[config.mk]
export PLATFORM = sky130hd
export DESIGN_NAME = hsi_master_top
export DESIGN_NICKNAME = d
export VERILOG_FILES = /design/src/verilog/hsi_cfg_pkg.sv /design/src/verilog/hsi_frame_pkg.sv /design/src/verilog/tm_gen.sv /design/src/verilog/ccw_builder.sv /design/src/verilog/frame_ser.sv /design/src/verilog/line_arbiter.sv /design/src/verilog/hsi_master_top.sv
export SDC_FILE = /design/constraint.sdc
export NUM_CORES = 1
export LEC_CHECK = 0
export BUFFER_PORTS_ARGS = -buffer_cell sky130_fd_sc_hd__buf_2
export CORE_MARGIN = 3
export CORE_UTILIZATION = 45
export DETAILED_ROUTE_END_ITERATION = 8
export PLACE_DENSITY = 0.71
export SYNTH_ARGS = -nofsm -noshare
export SYNTH_HDL_FRONTEND = slang
export SYNTH_HIERARCHICAL = 1
export SYNTH_SLANG_ARGS = --single-unit
[constraint.sdc]
create_clock -name clk -period 2.9 [get_ports clk]
set_clock_uncertainty 0.15 [all_clocks]
set_input_delay 0.29 -clock clk [delete_from_list [all_inputs] [get_ports clk]]
set_output_delay 0.29 -clock clk [all_outputs]
set_load 0.01 [all_outputs]
[src/verilog/hsi_cfg_pkg.sv]
package hsi_cfg_pkg;

  // ======================================================================
  // mark rate
  // ======================================================================

  // one bit, selects the mark period.
  typedef enum logic
  {
    rate_1hz  = 1'b0,  // one mark per second.
    rate_10hz = 1'b1   // one mark per tenth of a second.
  } tm_rate_e;

  // ======================================================================
  // service codes, upper nibble of a service byte
  // ======================================================================

  typedef enum logic [3:0]
  {
    svc_sof     = 4'd1,  // start of control word.
    svc_dest    = 4'd2,  // destination address.
    svc_seq     = 4'd3,  // word sequence number.
    svc_tmstamp = 4'd4,  // tenth count at word start.
    svc_mark    = 4'd15  // time-mark frame only.
  } svc_code_e;

endpackage

[src/verilog/hsi_frame_pkg.sv]
package hsi_frame_pkg;

  // ======================================================================
  // line word, one byte with two views
  // ======================================================================

  // service view: code in the upper nibble, argument in the lower.
  typedef struct packed
  {
    hsi_cfg_pkg::svc_code_e code;  // service code.
    logic [3:0]             arg;   // code argument.
  } svc_word_t;

  typedef union packed
  {
    logic [7:0] raw;  // data and crc bytes.
    svc_word_t  svc;  // service and mark bytes.
  } line_word_u;

  // ======================================================================
  // stream types
  // ======================================================================

  // host byte, carried on the req/ack port.
  typedef struct packed
  {
    logic [3:0] dest;  // destination of the control word.
    logic [7:0] data;  // data byte.
    logic       last;  // final data byte of the word.
  } host_byte_t;

  // builder to arbiter frame.
  typedef struct packed
  {
    line_word_u word;     // byte to put on the line.
    logic       is_mark;  // set for a time-mark frame.
  } frame_t;

endpackage

[src/verilog/tm_gen.sv]
`timescale 1ns/1ps

module tm_gen #(
  parameter int                     clks_per_bit = 8,
  parameter int                     clks_per_sec = 50_000_000,
  parameter hsi_cfg_pkg::tm_rate_e  tm_rate      = hsi_cfg_pkg::rate_1hz,
  parameter int                     max_data     = 62
) (
  input  logic       clk,
  input  logic       n_rst,
  output logic       tm,
  output logic       pre_tm,
  output logic [3:0] tenth
);

  // ======================================================================
  // period and guard window
  // ======================================================================

  // mark period in clocks.
  localparam int period = (tm_rate == hsi_cfg_pkg::rate_1hz) ? clks_per_sec
                                                              : clks_per_sec / 10;
  localparam int frame_clks = 11 * clks_per_bit;                  // one 11-bit frame.
  localparam int guard      = (4 + max_data + 2 + 2) * frame_clks;  // longest word plus margin.
  localparam int pre_start  = period - 1 - guard;                 // first tick of the window.
  localparam int tick_w     = $clog2(period);

  logic [tick_w-1:0] ticks;      // free-running mark timer.
  logic [3:0]        tenth_q;    // decade counter.
  logic              decade_en;  // window allowed in this interval.
  logic              in_window;  // timer inside the guard window.

  // ======================================================================
  // mark timer
  // ======================================================================

  assign tm = (ticks == tick_w'(period - 1));  // last tick of the period.

  always_ff @(posedge clk or negedge n_rst)
  begin
    if (!n_rst)
      ticks <= '0;
    else if (tm)
      ticks <= '0;  // restart on the mark.
    else
      ticks <= ticks + 1'b1;
  end

  // decade count, advances on every mark.
  always_ff @(posedge clk or negedge n_rst)
  begin
    if (!n_rst)
      tenth_q <= 4'd0;
    else if (tm)
      tenth_q <= (tenth_q == 4'd9) ? 4'd0 : tenth_q + 4'd1;  // wrap 9 -> 0.
  end

  assign tenth = tenth_q;

  // ======================================================================
  // pre-mark window
  // ======================================================================

  // at 10 hz only the interval that ends in the rollover gets a window.
  assign decade_en = (tm_rate == hsi_cfg_pkg::rate_1hz) || (tenth_q == 4'd9);
  assign in_window = (ticks >= tick_w'(pre_start));

  // drops on the mark itself.
  assign pre_tm = decade_en & in_window & ~tm;

endmodule

[src/verilog/ccw_builder.sv]
`timescale 1ns/1ps

module ccw_builder (
  input  logic                     clk,
  input  logic                     n_rst,
  input  logic                     host_req,
  input  hsi_frame_pkg::host_byte_t host_byte,
  output logic                     host_ack,
  input  logic                     pre_tm,
  input  logic                     tm,
  input  logic [3:0]               tenth,
  output hsi_frame_pkg::frame_t    ccw_frame,
  output logic                     ccw_valid,
  input  logic                     ccw_ready
);

  typedef enum logic [2:0]
  {
    st_idle,    // waiting for a host request.
    st_svc,     // four service bytes.
    st_data,    // host data bytes.
    st_crc_hi,  // crc high byte.
    st_crc_lo   // crc low byte.
  } state_e;

  state_e                    state;
  logic [1:0]                svc_idx;    // service byte on the stream.
  logic [1:0]                next_idx;   // service byte to load next.
  logic [3:0]                seq_q;      // word sequence number.
  logic [3:0]                dest_q;     // destination of the word.
  logic [3:0]                stamp_q;    // tenth count at word start.
  logic [15:0]               crc_q;      // running crc.
  logic                      last_q;     // frame holds the last data byte.
  logic                      accept;     // frame taken by the arbiter.
  logic                      host_new;   // host byte not yet acked.
  logic                      word_go;    // start a control word.
  logic                      load;       // load the output frame.
  hsi_frame_pkg::line_word_u svc_word;   // next service byte.
  hsi_frame_pkg::line_word_u next_word;  // next byte for the frame.

  // crc-16-ccitt, one byte, msb first.
  function automatic logic [15:0] crc16_byte(input logic [15:0] crc, input logic [7:0] d);
    logic [15:0] c;
    logic        fb;
    c = crc;
    for (int i = 7; i >= 0; i--)
    begin
      fb = c[15] ^ d[i];
      c  = {c[14:0], 1'b0};
      if (fb)
        c = c ^ 16'h1021;
    end
    return c;
  endfunction

  assign accept   = ccw_valid & ccw_ready;
  assign host_new = host_req & ~host_ack;
  assign word_go  = host_new & ~pre_tm & ~tm;  // no new word near a mark.
  assign next_idx = (state == st_idle) ? 2'd0 : svc_idx + 2'd1;

  // ======================================================================
  // next frame
  // ======================================================================

  always_comb
  begin
    case (next_idx)
      2'd0:    svc_word.svc = '{code: hsi_cfg_pkg::svc_sof,     arg: 4'd0};
      2'd1:    svc_word.svc = '{code: hsi_cfg_pkg::svc_dest,    arg: dest_q};
      2'd2:    svc_word.svc = '{code: hsi_cfg_pkg::svc_seq,     arg: seq_q};
      default: svc_word.svc = '{code: hsi_cfg_pkg::svc_tmstamp, arg: stamp_q};
    endcase
  end

  always_comb
  begin
    load      = 1'b0;
    next_word = svc_word;
    case (state)
      st_idle:   load = word_go;
      st_svc:    load = accept && (svc_idx != 2'd3);
      st_data:
      begin
        load          = host_new && !ccw_valid;  // one frame per handshake.
        next_word.raw = host_byte.data;
      end
      st_crc_hi:
      begin
        load          = !ccw_valid;
        next_word.raw = crc_q[15:8];
      end
      default:
      begin
        load          = !ccw_valid;
        next_word.raw = crc_q[7:0];
      end
    endcase
  end

  // ======================================================================
  // sequencer and host handshake
  // ======================================================================

  always_ff @(posedge clk or negedge n_rst)
  begin
    if (!n_rst)
    begin
      state     <= st_idle;
      svc_idx   <= 2'd0;
      seq_q     <= 4'd0;
      host_ack  <= 1'b0;
      ccw_valid <= 1'b0;
    end
    else
    begin
      if (load)
        ccw_valid <= 1'b1;
      else if (accept)
        ccw_valid <= 1'b0;
      if (host_ack && !host_req)
        host_ack <= 1'b0;  // phase 4.
      case (state)
        st_idle:
          if (word_go)
          begin
            state   <= st_svc;
            svc_idx <= 2'd0;
          end
        st_svc:
          if (accept)
          begin
            svc_idx <= svc_idx + 2'd1;
            if (svc_idx == 2'd3)
              state <= st_data;
          end
        st_data:
          if (accept)
          begin
            host_ack <= 1'b1;  // phase 2, byte is on its way.
            if (last_q)
              state <= st_crc_hi;
          end
        st_crc_hi:
          if (accept)
            state <= st_crc_lo;
        default:
          if (accept)
          begin
            state <= st_idle;
            seq_q <= seq_q + 4'd1;  // next word number.
          end
      endcase
    end
  end

  // frame contents and word fields.
  always_ff @(posedge clk)
  begin
    if (load)
    begin
      ccw_frame.word    <= next_word;
      ccw_frame.is_mark <= 1'b0;
    end
    if (load && state == st_data)
      last_q <= host_byte.last;
    if (word_go && state == st_idle)
    begin
      dest_q  <= host_byte.dest;
      stamp_q <= tenth;
      crc_q   <= 16'hffff;
    end
    else if (accept && (state == st_svc || state == st_data))
      crc_q <= crc16_byte(crc_q, ccw_frame.word.raw);  // crc bytes are not covered.
  end

endmodule

[src/verilog/frame_ser.sv]
`timescale 1ns/1ps

module frame_ser #(
  parameter int clks_per_bit = 8
) (
  input  logic       clk,
  input  logic       n_rst,
  input  logic       start,
  input  logic [7:0] byte_in,
  output logic       busy,
  output logic       tx
);

  localparam int cnt_w = (clks_per_bit > 1) ? $clog2(clks_per_bit) : 1;

  logic [10:0]      shreg;    // frame bits, lsb on the line.
  logic [cnt_w-1:0] clk_cnt;  // clocks within the bit.
  logic [3:0]       bit_cnt;  // bit index, 0 to 10.
  logic             active;   // frame in progress.
  logic             bit_end;  // last clock of the bit.

  assign bit_end = (clk_cnt == cnt_w'(clks_per_bit - 1));

  // ======================================================================
  // bit timing and shift
  // ======================================================================

  always_ff @(posedge clk or negedge n_rst)
  begin
    if (!n_rst)
    begin
      shreg   <= '1;  // line idles high.
      clk_cnt <= '0;
      bit_cnt <= 4'd0;
      active  <= 1'b0;
    end
    else if (start && !active)
    begin
      // stop, odd parity, data lsb first, start.
      shreg   <= {1'b1, ~^byte_in, byte_in, 1'b0};
      clk_cnt <= '0;
      bit_cnt <= 4'd0;
      active  <= 1'b1;
    end
    else if (active)
    begin
      if (bit_end)
      begin
        clk_cnt <= '0;
        shreg   <= {1'b1, shreg[10:1]};  // shift in idle ones.
        if (bit_cnt == 4'd10)
          active <= 1'b0;  // stop bit done.
        else
          bit_cnt <= bit_cnt + 4'd1;
      end
      else
        clk_cnt <= clk_cnt + 1'b1;
    end
  end

  assign busy = active;
  assign tx   = shreg[0];

endmodule

[src/verilog/line_arbiter.sv]
`timescale 1ns/1ps

module line_arbiter #(
  parameter int clks_per_bit = 8
) (
  input  logic                  clk,
  input  logic                  n_rst,
  input  logic                  tm,
  input  logic [3:0]            tenth,
  input  hsi_frame_pkg::frame_t ccw_frame,
  input  logic                  ccw_valid,
  output logic                  ccw_ready,
  output logic                  tx
);

  logic                      mark_pend;  // mark waiting for the line.
  logic                      ser_busy;   // serializer sending.
  logic                      ser_start;  // serializer load pulse.
  hsi_frame_pkg::line_word_u mark_word;  // mark byte.
  hsi_frame_pkg::frame_t     sel_frame;  // frame granted this cycle.

  // ======================================================================
  // mark frame
  // ======================================================================

  // code 15, argument is the current tenth count.
  always_comb
  begin
    mark_word.svc.code = hsi_cfg_pkg::svc_mark;
    mark_word.svc.arg  = tenth;
  end

  // held from the mark until its frame goes out.
  always_ff @(posedge clk or negedge n_rst)
  begin
    if (!n_rst)
      mark_pend <= 1'b0;
    else if (tm)
      mark_pend <= 1'b1;
    else if (ser_start && sel_frame.is_mark)
      mark_pend <= 1'b0;
  end

  // ======================================================================
  // grant
  // ======================================================================

  always_comb
  begin
    if (mark_pend)
    begin
      sel_frame.word    = mark_word;  // mark wins.
      sel_frame.is_mark = 1'b1;
    end
    else
      sel_frame = ccw_frame;
  end

  // back-pressure while sending or while a mark waits.
  assign ccw_ready = ~ser_busy & ~mark_pend;
  assign ser_start = ~ser_busy & (mark_pend | ccw_valid);

  frame_ser #(
    .clks_per_bit(clks_per_bit)
  ) ser0 (
    .clk     (clk),
    .n_rst   (n_rst),
    .start   (ser_start),
    .byte_in (sel_frame.word.raw),
    .busy    (ser_busy),
    .tx      (tx)
  );

endmodule

[src/verilog/hsi_master_top.sv]
`timescale 1ns/1ps

module hsi_master_top #(
  parameter int                    clks_per_bit = 8,
  parameter int                    clks_per_sec = 50_000_000,
  parameter hsi_cfg_pkg::tm_rate_e tm_rate      = hsi_cfg_pkg::rate_1hz,
  parameter int                    max_data     = 62
) (
  input  logic                      clk,
  input  logic                      n_rst,
  input  logic                      host_req,
  input  hsi_frame_pkg::host_byte_t host_byte,
  output logic                      host_ack,
  output logic                      tm,
  output logic                      pre_tm,
  output logic                      tx
);

  logic [3:0]            tenth;      // decade count from the mark timer.
  hsi_frame_pkg::frame_t ccw_frame;  // builder stream.
  logic                  ccw_valid;
  logic                  ccw_ready;

  // ======================================================================
  // time mark
  // ======================================================================

  tm_gen #(
    .clks_per_bit (clks_per_bit),
    .clks_per_sec (clks_per_sec),
    .tm_rate      (tm_rate),
    .max_data     (max_data)
  ) tm0 (
    .clk    (clk),
    .n_rst  (n_rst),
    .tm     (tm),
    .pre_tm (pre_tm),
    .tenth  (tenth)
  );

  // ======================================================================
  // control words and line
  // ======================================================================

  ccw_builder bld0 (
    .clk       (clk),
    .n_rst     (n_rst),
    .host_req  (host_req),
    .host_byte (host_byte),
    .host_ack  (host_ack),
    .pre_tm    (pre_tm),
    .tm        (tm),
    .tenth     (tenth),
    .ccw_frame (ccw_frame),
    .ccw_valid (ccw_valid),
    .ccw_ready (ccw_ready)
  );

  line_arbiter #(
    .clks_per_bit (clks_per_bit)
  ) arb0 (
    .clk       (clk),
    .n_rst     (n_rst),
    .tm        (tm),
    .tenth     (tenth),
    .ccw_frame (ccw_frame),
    .ccw_valid (ccw_valid),
    .ccw_ready (ccw_ready),
    .tx        (tx)
  );

endmodule

==> run_results.csv, run 1 <==
group,metric,value,unit
clock_network,cts.clk_slew.worst_paths,0.09,ns
clock_network,numCtsBuffers,9,
sta,rsz0062_at_grt,"no",
synthesis,syn_inst,482,
final_layout,mostFrequentLayoutCell,"dfrtp_1",
routing,drt-vias-per-instance,5.64,
clock_network,cts_sinks,93,
clock_network,root_buffer,"clkbuf_8",
sta,fin_setup_tns,0,ns
sta,finalHoldViolCount,0,
sta,clock.fmax,0.371,GHz
power_and_ir_drop,combPwrFrac,0.037,
die,start_util,0.472,
setup_path,required,2.75,ns
grt,grtUsageTotal,0.165,
final_layout,nets,531,
sta,slew_viol_final,0,
power_and_ir_drop,power.density,441,nW/um2
final_layout,diodes,0,
placement,place_congestion,0.888,
power_and_ir_drop,internal-power,1.93,mW
sta,max-slew-margin-rel,0.505,
routing,vias,3646,
die,num_rows,37,
sta,setup_violations,0,
routing,firstDrtPassIters,5,
placement,detailed_place_hpwl,7230,um
min_path,min_path_type,"in2reg",
die,ios,20,
synthesis,synth_area,4990,um2
power_and_ir_drop,power.total,2.43,mW
final_layout,layout-drive-gt1-share,0.167,
setup_path,crit_path_end_kind,"flip-flop",
clock_network,cts_setup_buffers,0,
setup_path,critPathTopFamily,"simple AND/OR/NAND/NOR gates",
setup_path,critPathMaxFanout,8,
routing,drt_iter0_drc,221,
die,die-height,111,um
placement,port_buffers,19,
setup_path,crit_path_top_delay_cell,"or4_1",
final_layout,final_cell_mix,"50 x dfrtp_1, 47 x nand2_1, 31 x xnor2_1, 28 x o21ai_0",
routing,wirelength,9990,um
power_and_ir_drop,vdd_drop_max,0.000321,V
routing,drc,0,
grt,antenna_found_initial,0,
power_and_ir_drop,p_seq_frac,0.550,
die,fp.dieArea,12400,um2
outcome,status,"finished clean",
clock_network,post_cts_resized,0,
flow_run,maxCapViolCount,0,
clock_network,clk_latency,0.35,ns
die,die_w,111,um
routing,ant_nets,0,
final_layout,syn2layout_area_growth,10.4,%
synthesis,yosysWarnings,6,
setup_path,worstSetupPathType,"reg2reg",
setup_path,cp.arrival,2.55,ns
clock_network,clockBufferDepth,2,
grt,grt_pass1_vias,3435,
sta,timing.hold.ws,0.0281,ns
sta,worst_pin_slew,0.742,ns
grt,grt_first_pass_wirelength,16900,um
power_and_ir_drop,clkPwrFrac,0.413,
routing,post_drt_wl_per_cell,15.5,um
sta,period_needed,2.69,ns
clock_network,tritoncts,"yes",
power_and_ir_drop,swShare,0.204,
power_and_ir_drop,p_leak,2.28,nW
power_and_ir_drop,p_switching,0.495,mW
sta,finalCritPeriodShare,0.929,
clock_network,h-tree-depth,3,
die,core,10600,um2
grt,grt_overflow,0,
setup_path,path_cells,"ha_1, and3_1, nand4_1, nor2_1, a21oi_1, or4_1, o211ai_2",
setup_path,cp-start-kind,"flip-flop",
synthesis,syn_avg_cell_area,10.3,um2
synthesis,syn-num-nets,508,
grt,grt_max_degree,32,
setup_path,cp_num_buf_inv,0,
clock_network,holdBufCountCts,6,
setup_path,cpPeakStageDelay,0.68,ns
final_layout,finish.utilization,0.521,
==> metal layers <==
metal,global-route usage,vias to the layer above,wire [um]
li1,-,1782,-
met1,0.239,1750,4860
met2,0.256,107,4600
met3,0.0224,7,478
met4,0.0543,0,52
met5,0,-,0
==> per-stage QoR <==
step	setup slack, ns	cell area [um2]	std cells
after CTS	0.224	5500	646
after global routing	0.0899	5500	646
after global placement	0.319	5200	624
final	0.206	5500	646
after detailed placement	0.239	5200	624
after floorplan	0.0764	4990	482
==> sequential cells by signal, summed over array words and instances (netlist names), 2 cells and up <==
register           count
arb0/ser0/shreg       10
bld0/seq_q             4
bld0/state             3
tm0/ticks             26
bld0/stamp_q           4
arb0/ser0/bit_cnt      4
bld0/svc_idx           2
bld0/ccw_frame         8
bld0/dest_q            4
bld0/crc_q            16
arb0/ser0/clk_cnt      3
tm0/tenth              4
==> worst paths after layout <==
kind | startpoint | endpoint | slack (ns) | cells past startpoint
hold / removal | host_req | bld0/host_ack | 0.03 | 2
setup reg to reg | tm0/ticks[0] | bld0/ccw_frame[2] | 0.21 | 7
hold reg to reg | arb0/ser0/shreg[0] | arb0/ser0/shreg[0] | 0.32 | 2
max in group asynchronous | n_rst | arb0/ser0/shreg[5] | 1.53 | 3
min in group asynchronous | n_rst | tm0/ticks[8] | 0.39 | 2
setup / recovery | tm0/ticks[0] | bld0/ccw_frame[2] | 0.21 | 7
==> worst reg2reg max path, cell delays in order (launching register included) <==
cell and delay (ns):
dfrtp_1 0.41, ha_1 0.23, and3_1 0.21, nand4_1 0.15, nor2_1 0.21, a21oi_1 0.07
or4_1 0.68, o211ai_2 0.25
==> power by group through the flow <==
| stage | logic, mW | clock network [mW] | registers, mW |
|---|---|---|---|
| 6_report | 0.0887 | 1.00 | 1.34 |
| 5_1_grt | 0.0999 | 1.08 | 1.34 |
| 2_1_floorplan | 0.0456 | 0 | 1.36 |
| 3_5_place_dp | 0.0844 | 0 | 1.36 |
| 4_1_cts | 0.0909 | 1.04 | 1.34 |
| 3_3_place_gp | 0.0830 | 0 | 1.36 |
==> area by class of cell <==
cell class	count	area (um2)
multi-input combinational	351	2440
fill	939	5050
clock inverter	5	78.8
clock buffer	11	163
sequential	93	2340
inverter	12	46.3
timing repair buffer	38	265
tap	136	170
Note: power is estimated with default switching activity, not from simulation.
==> run 2: changes to the inputs <==
==> constraint.sdc (replaced) <==
create_clock -name clk -period 2.9 [get_ports clk]
set_clock_uncertainty 0.15 [all_clocks]
set_input_delay 0.87 -clock clk [delete_from_list [all_inputs] [get_ports clk]]
set_output_delay 0.87 -clock clk [all_outputs]
set_load 0.01 [all_outputs]
==> run 2 against run 1 <==
The run now ends with setup timing left. Via count rose by 1.5%. Sequential cell count stayed put. Non-clock buffer count rose by 2. Sequential share of layout area down 0.20 points. Final cell count increased by 0.31%. Fmax fell by 9.3%. Count of clock-buffer cells in the layout shrank 1. Register-to-register slack lost 0.08 ns. Largest power group unchanged.
==> run_results.csv, run 2 (same netlist as run 1, synthesis figures left out) <==
group,metric,value,unit
sta,setup_violations,1,
flow_run,maxCapViolCount,0,
setup_path,worstSetupStartpoint,"tm0/ticks[22]",
routing,drt-vias-per-instance,5.71,
final_layout,largest_register_ffs,26,
routing,post_drt_wl_per_cell,16.2,um
grt,grt_overflow,0,
clock_network,cts_sinks,93,
placement,port_buffers,19,
routing,drc,0,
die,fp.dieArea,12400,um2
routing,vias,3699,
grt,grt_max_degree,61,
final_layout,num-fill-cells,931,
die,num_rows,37,
sta,clock.fmax,0.337,GHz
routing,top_layer_used,"met4",
grt,antenna_found_initial,0,
setup_path,crit_path_end_kind,"output pin",
die,ios,20,
sta,worst_pin_slew,0.752,ns
final_layout,largest_register,"tm0/ticks",
final_layout,syn2layout_area_growth,11.1,%
setup_path,cp_num_buf_inv,1,
sta,fin_setup_tns,-0.0706,ns
sta,max-slew-margin-rel,0.499,
die,die_w,111,um
grt,grtUsageTotal,0.172,
final_layout,multiInputGateArea,2480,um2
final_layout,final_cell_mix,"47 x dfrtp_1, 47 x nand2_1, 31 x xnor2_1, 28 x o21ai_0, 22 x mux2i_1",
sta,finalHoldViolCount,0,
clock_network,root_buffer,"clkbuf_8",
setup_path,reg2reg_slack,0.13,ns
die,start_util,0.472,
setup_path,rr_worst_depth,8,
routing,wl_met1,4980,um
sta,rsz0062_at_grt,"yes",
setup_path,critPathTopFamily,"simple AND/OR/NAND/NOR gates",
clock_network,h-tree-depth,3,
grt,grt_first_pass_wirelength,17600,um
setup_path,critPathMaxFanout,6,
power_and_ir_drop,p_leak,2.28,nW
final_layout,layout-drive-gt1-share,0.193,
sta,period_needed,2.97,ns
routing,ant_nets,0,
setup_path,worstSetupPathType,"reg2out",
power_and_ir_drop,vdd_drop_max,0.000243,V
final_layout,diodes,0,
placement,detailed_place_hpwl,7260,um
clock_network,tritoncts,"yes",
sta,fin_ws,-0.0706,ns
die,core,10600,um2
routing,wirelength,10500,um
setup_path,cp.depth,5,
routing,firstDrtPassIters,5,
setup_path,crit_path_top_delay_cell,"dfrtp_1",
clock_network,cts.clk_slew.worst_paths,0.08,ns
sta,slew_viol_final,0,
sta,finalCritPeriodShare,1.02,
placement,place_congestion,0.910,
setup_path,r2r_start,"tm0/ticks[22]",
setup_path,required,1.88,ns
outcome,violations,"setup timing",
routing,dr_wl_met3,544,um
setup_path,path_cells,"nor4bb_2, nand4_1, nand4bb_1, a21oi_2, buf_4",
power_and_ir_drop,power.density,439,nW/um2
grt,grt_pass1_vias,3588,
min_path,min_path_type,"reg2reg",
final_layout,nets,533,
die,die-height,111,um
final_layout,reg_top3,"tm0/ticks (26), bld0/crc_q (16), arb0/ser0/shreg (10)",
sta,timing.hold.ws,0.327,ns
final_layout,ff_latch_area,2350,um2
clock_network,numCtsBuffers,9,
routing,met2RoutedLength,4860,um
setup_path,cp-start-kind,"flip-flop",
clock_network,clockBufferDepth,2,
setup_path,reg2reg_to,"bld0/stamp_q[0]",
setup_path,cpPeakStageDelay,0.45,ns
setup_path,critPathCapture,"pre_tm",
outcome,status,"finished, violations left",
routing,drt_iter0_drc,263,
clock_network,clk_latency,0.36,ns
setup_path,cp.arrival,1.95,ns
## run 2: cell count changes in the layout (fill, tap and decap cells not counted), sizes merged
| cell | delta |
|---|---|
| bufinv | +1 |
| clkbuf | -1 |
| clkinv | +1 |
| dlygate4sd3 | -6 |
| buf | +8 |
| inv | -1 |
## run 2: repair_timing
item	4_1_cts	5_1_grt
pin swaps	6	3
setup buffers	2	6
hold buffers	0	0
resized for setup	3	11
hold endpoints to repair	0	0
endpoints found under the setup margin	2	10
## run 2: worst reg2reg max path: stages (launching register included)
cell and delay [ns]:
dfrtp_1 0.45, nor4bb_2 0.32, nand4_1 0.21, nor2_2 0.18
buf_4 0.15, a21oi_2 0.04, buf_4 0.14, or4_4 0.60
clkinv_2 0.23
## run 2: cell type report
| type | instances | area share |
|---|---|---|
| inverters | 12 | 0.00836 |
| clock inverters | 6 | 0.0185 |
| repair buffers | 40 | 0.0479 |
| clock buffers | 10 | 0.0230 |
| well taps | 136 | 0.0307 |
| multi-input cells | 351 | 0.447 |
| flip-flops and latches | 93 | 0.424 |
## run 2: routing by layer
| layer | GRT usage | up-vias |
|---|---|---|
| li1 | - | 1779 |
| met1 | 0.244 | 1793 |
| met2 | 0.267 | 111 |
| met3 | 0.0322 | 16 |
| met4 | 0.0543 | 0 |
| met5 | 0 | - |
## run 2: how the worst min path moves through the flow
stage                       start  cells after the start  slack [ns]                 end
6_report       arb0/ser0/shreg[0]                      2        0.33  arb0/ser0/shreg[0]
3_5_place_dp   arb0/ser0/shreg[0]                      2        0.32  arb0/ser0/shreg[0]
3_3_place_gp   arb0/ser0/shreg[0]                      2        0.31  arb0/ser0/shreg[0]
5_1_grt             bld0/seq_q[3]                      1        0.36       bld0/seq_q[3]
4_1_cts        arb0/ser0/shreg[0]                      2        0.33  arb0/ser0/shreg[0]
2_1_floorplan       bld0/seq_q[3]                      1        0.29       bld0/seq_q[3]
## run 2: per-stage QoR
stage	instances	util	power [mW]	cell area [um2]	worst slack, ns
after CTS	642	0.516	2.45	5440	-0.0330
after global placement	624	0.492	1.44	5190	0.288
after global routing	648	0.525	2.52	5540	-0.166
after detailed placement	624	0.492	1.45	5190	0.202
after floorplan	482	-	1.41	4990	0.0764
final	648	0.525	2.43	5540	-0.0706
## run 2: power by group
group | total, mW | internal, mW | switching [mW]
combinational | 0.0809 | 0.0349 | 0.0460
sequential | 1.34 | 1.33 | 0.00520
clock | 1.02 | 0.566 | 0.450
total | 2.43 | 1.93 | 0.501
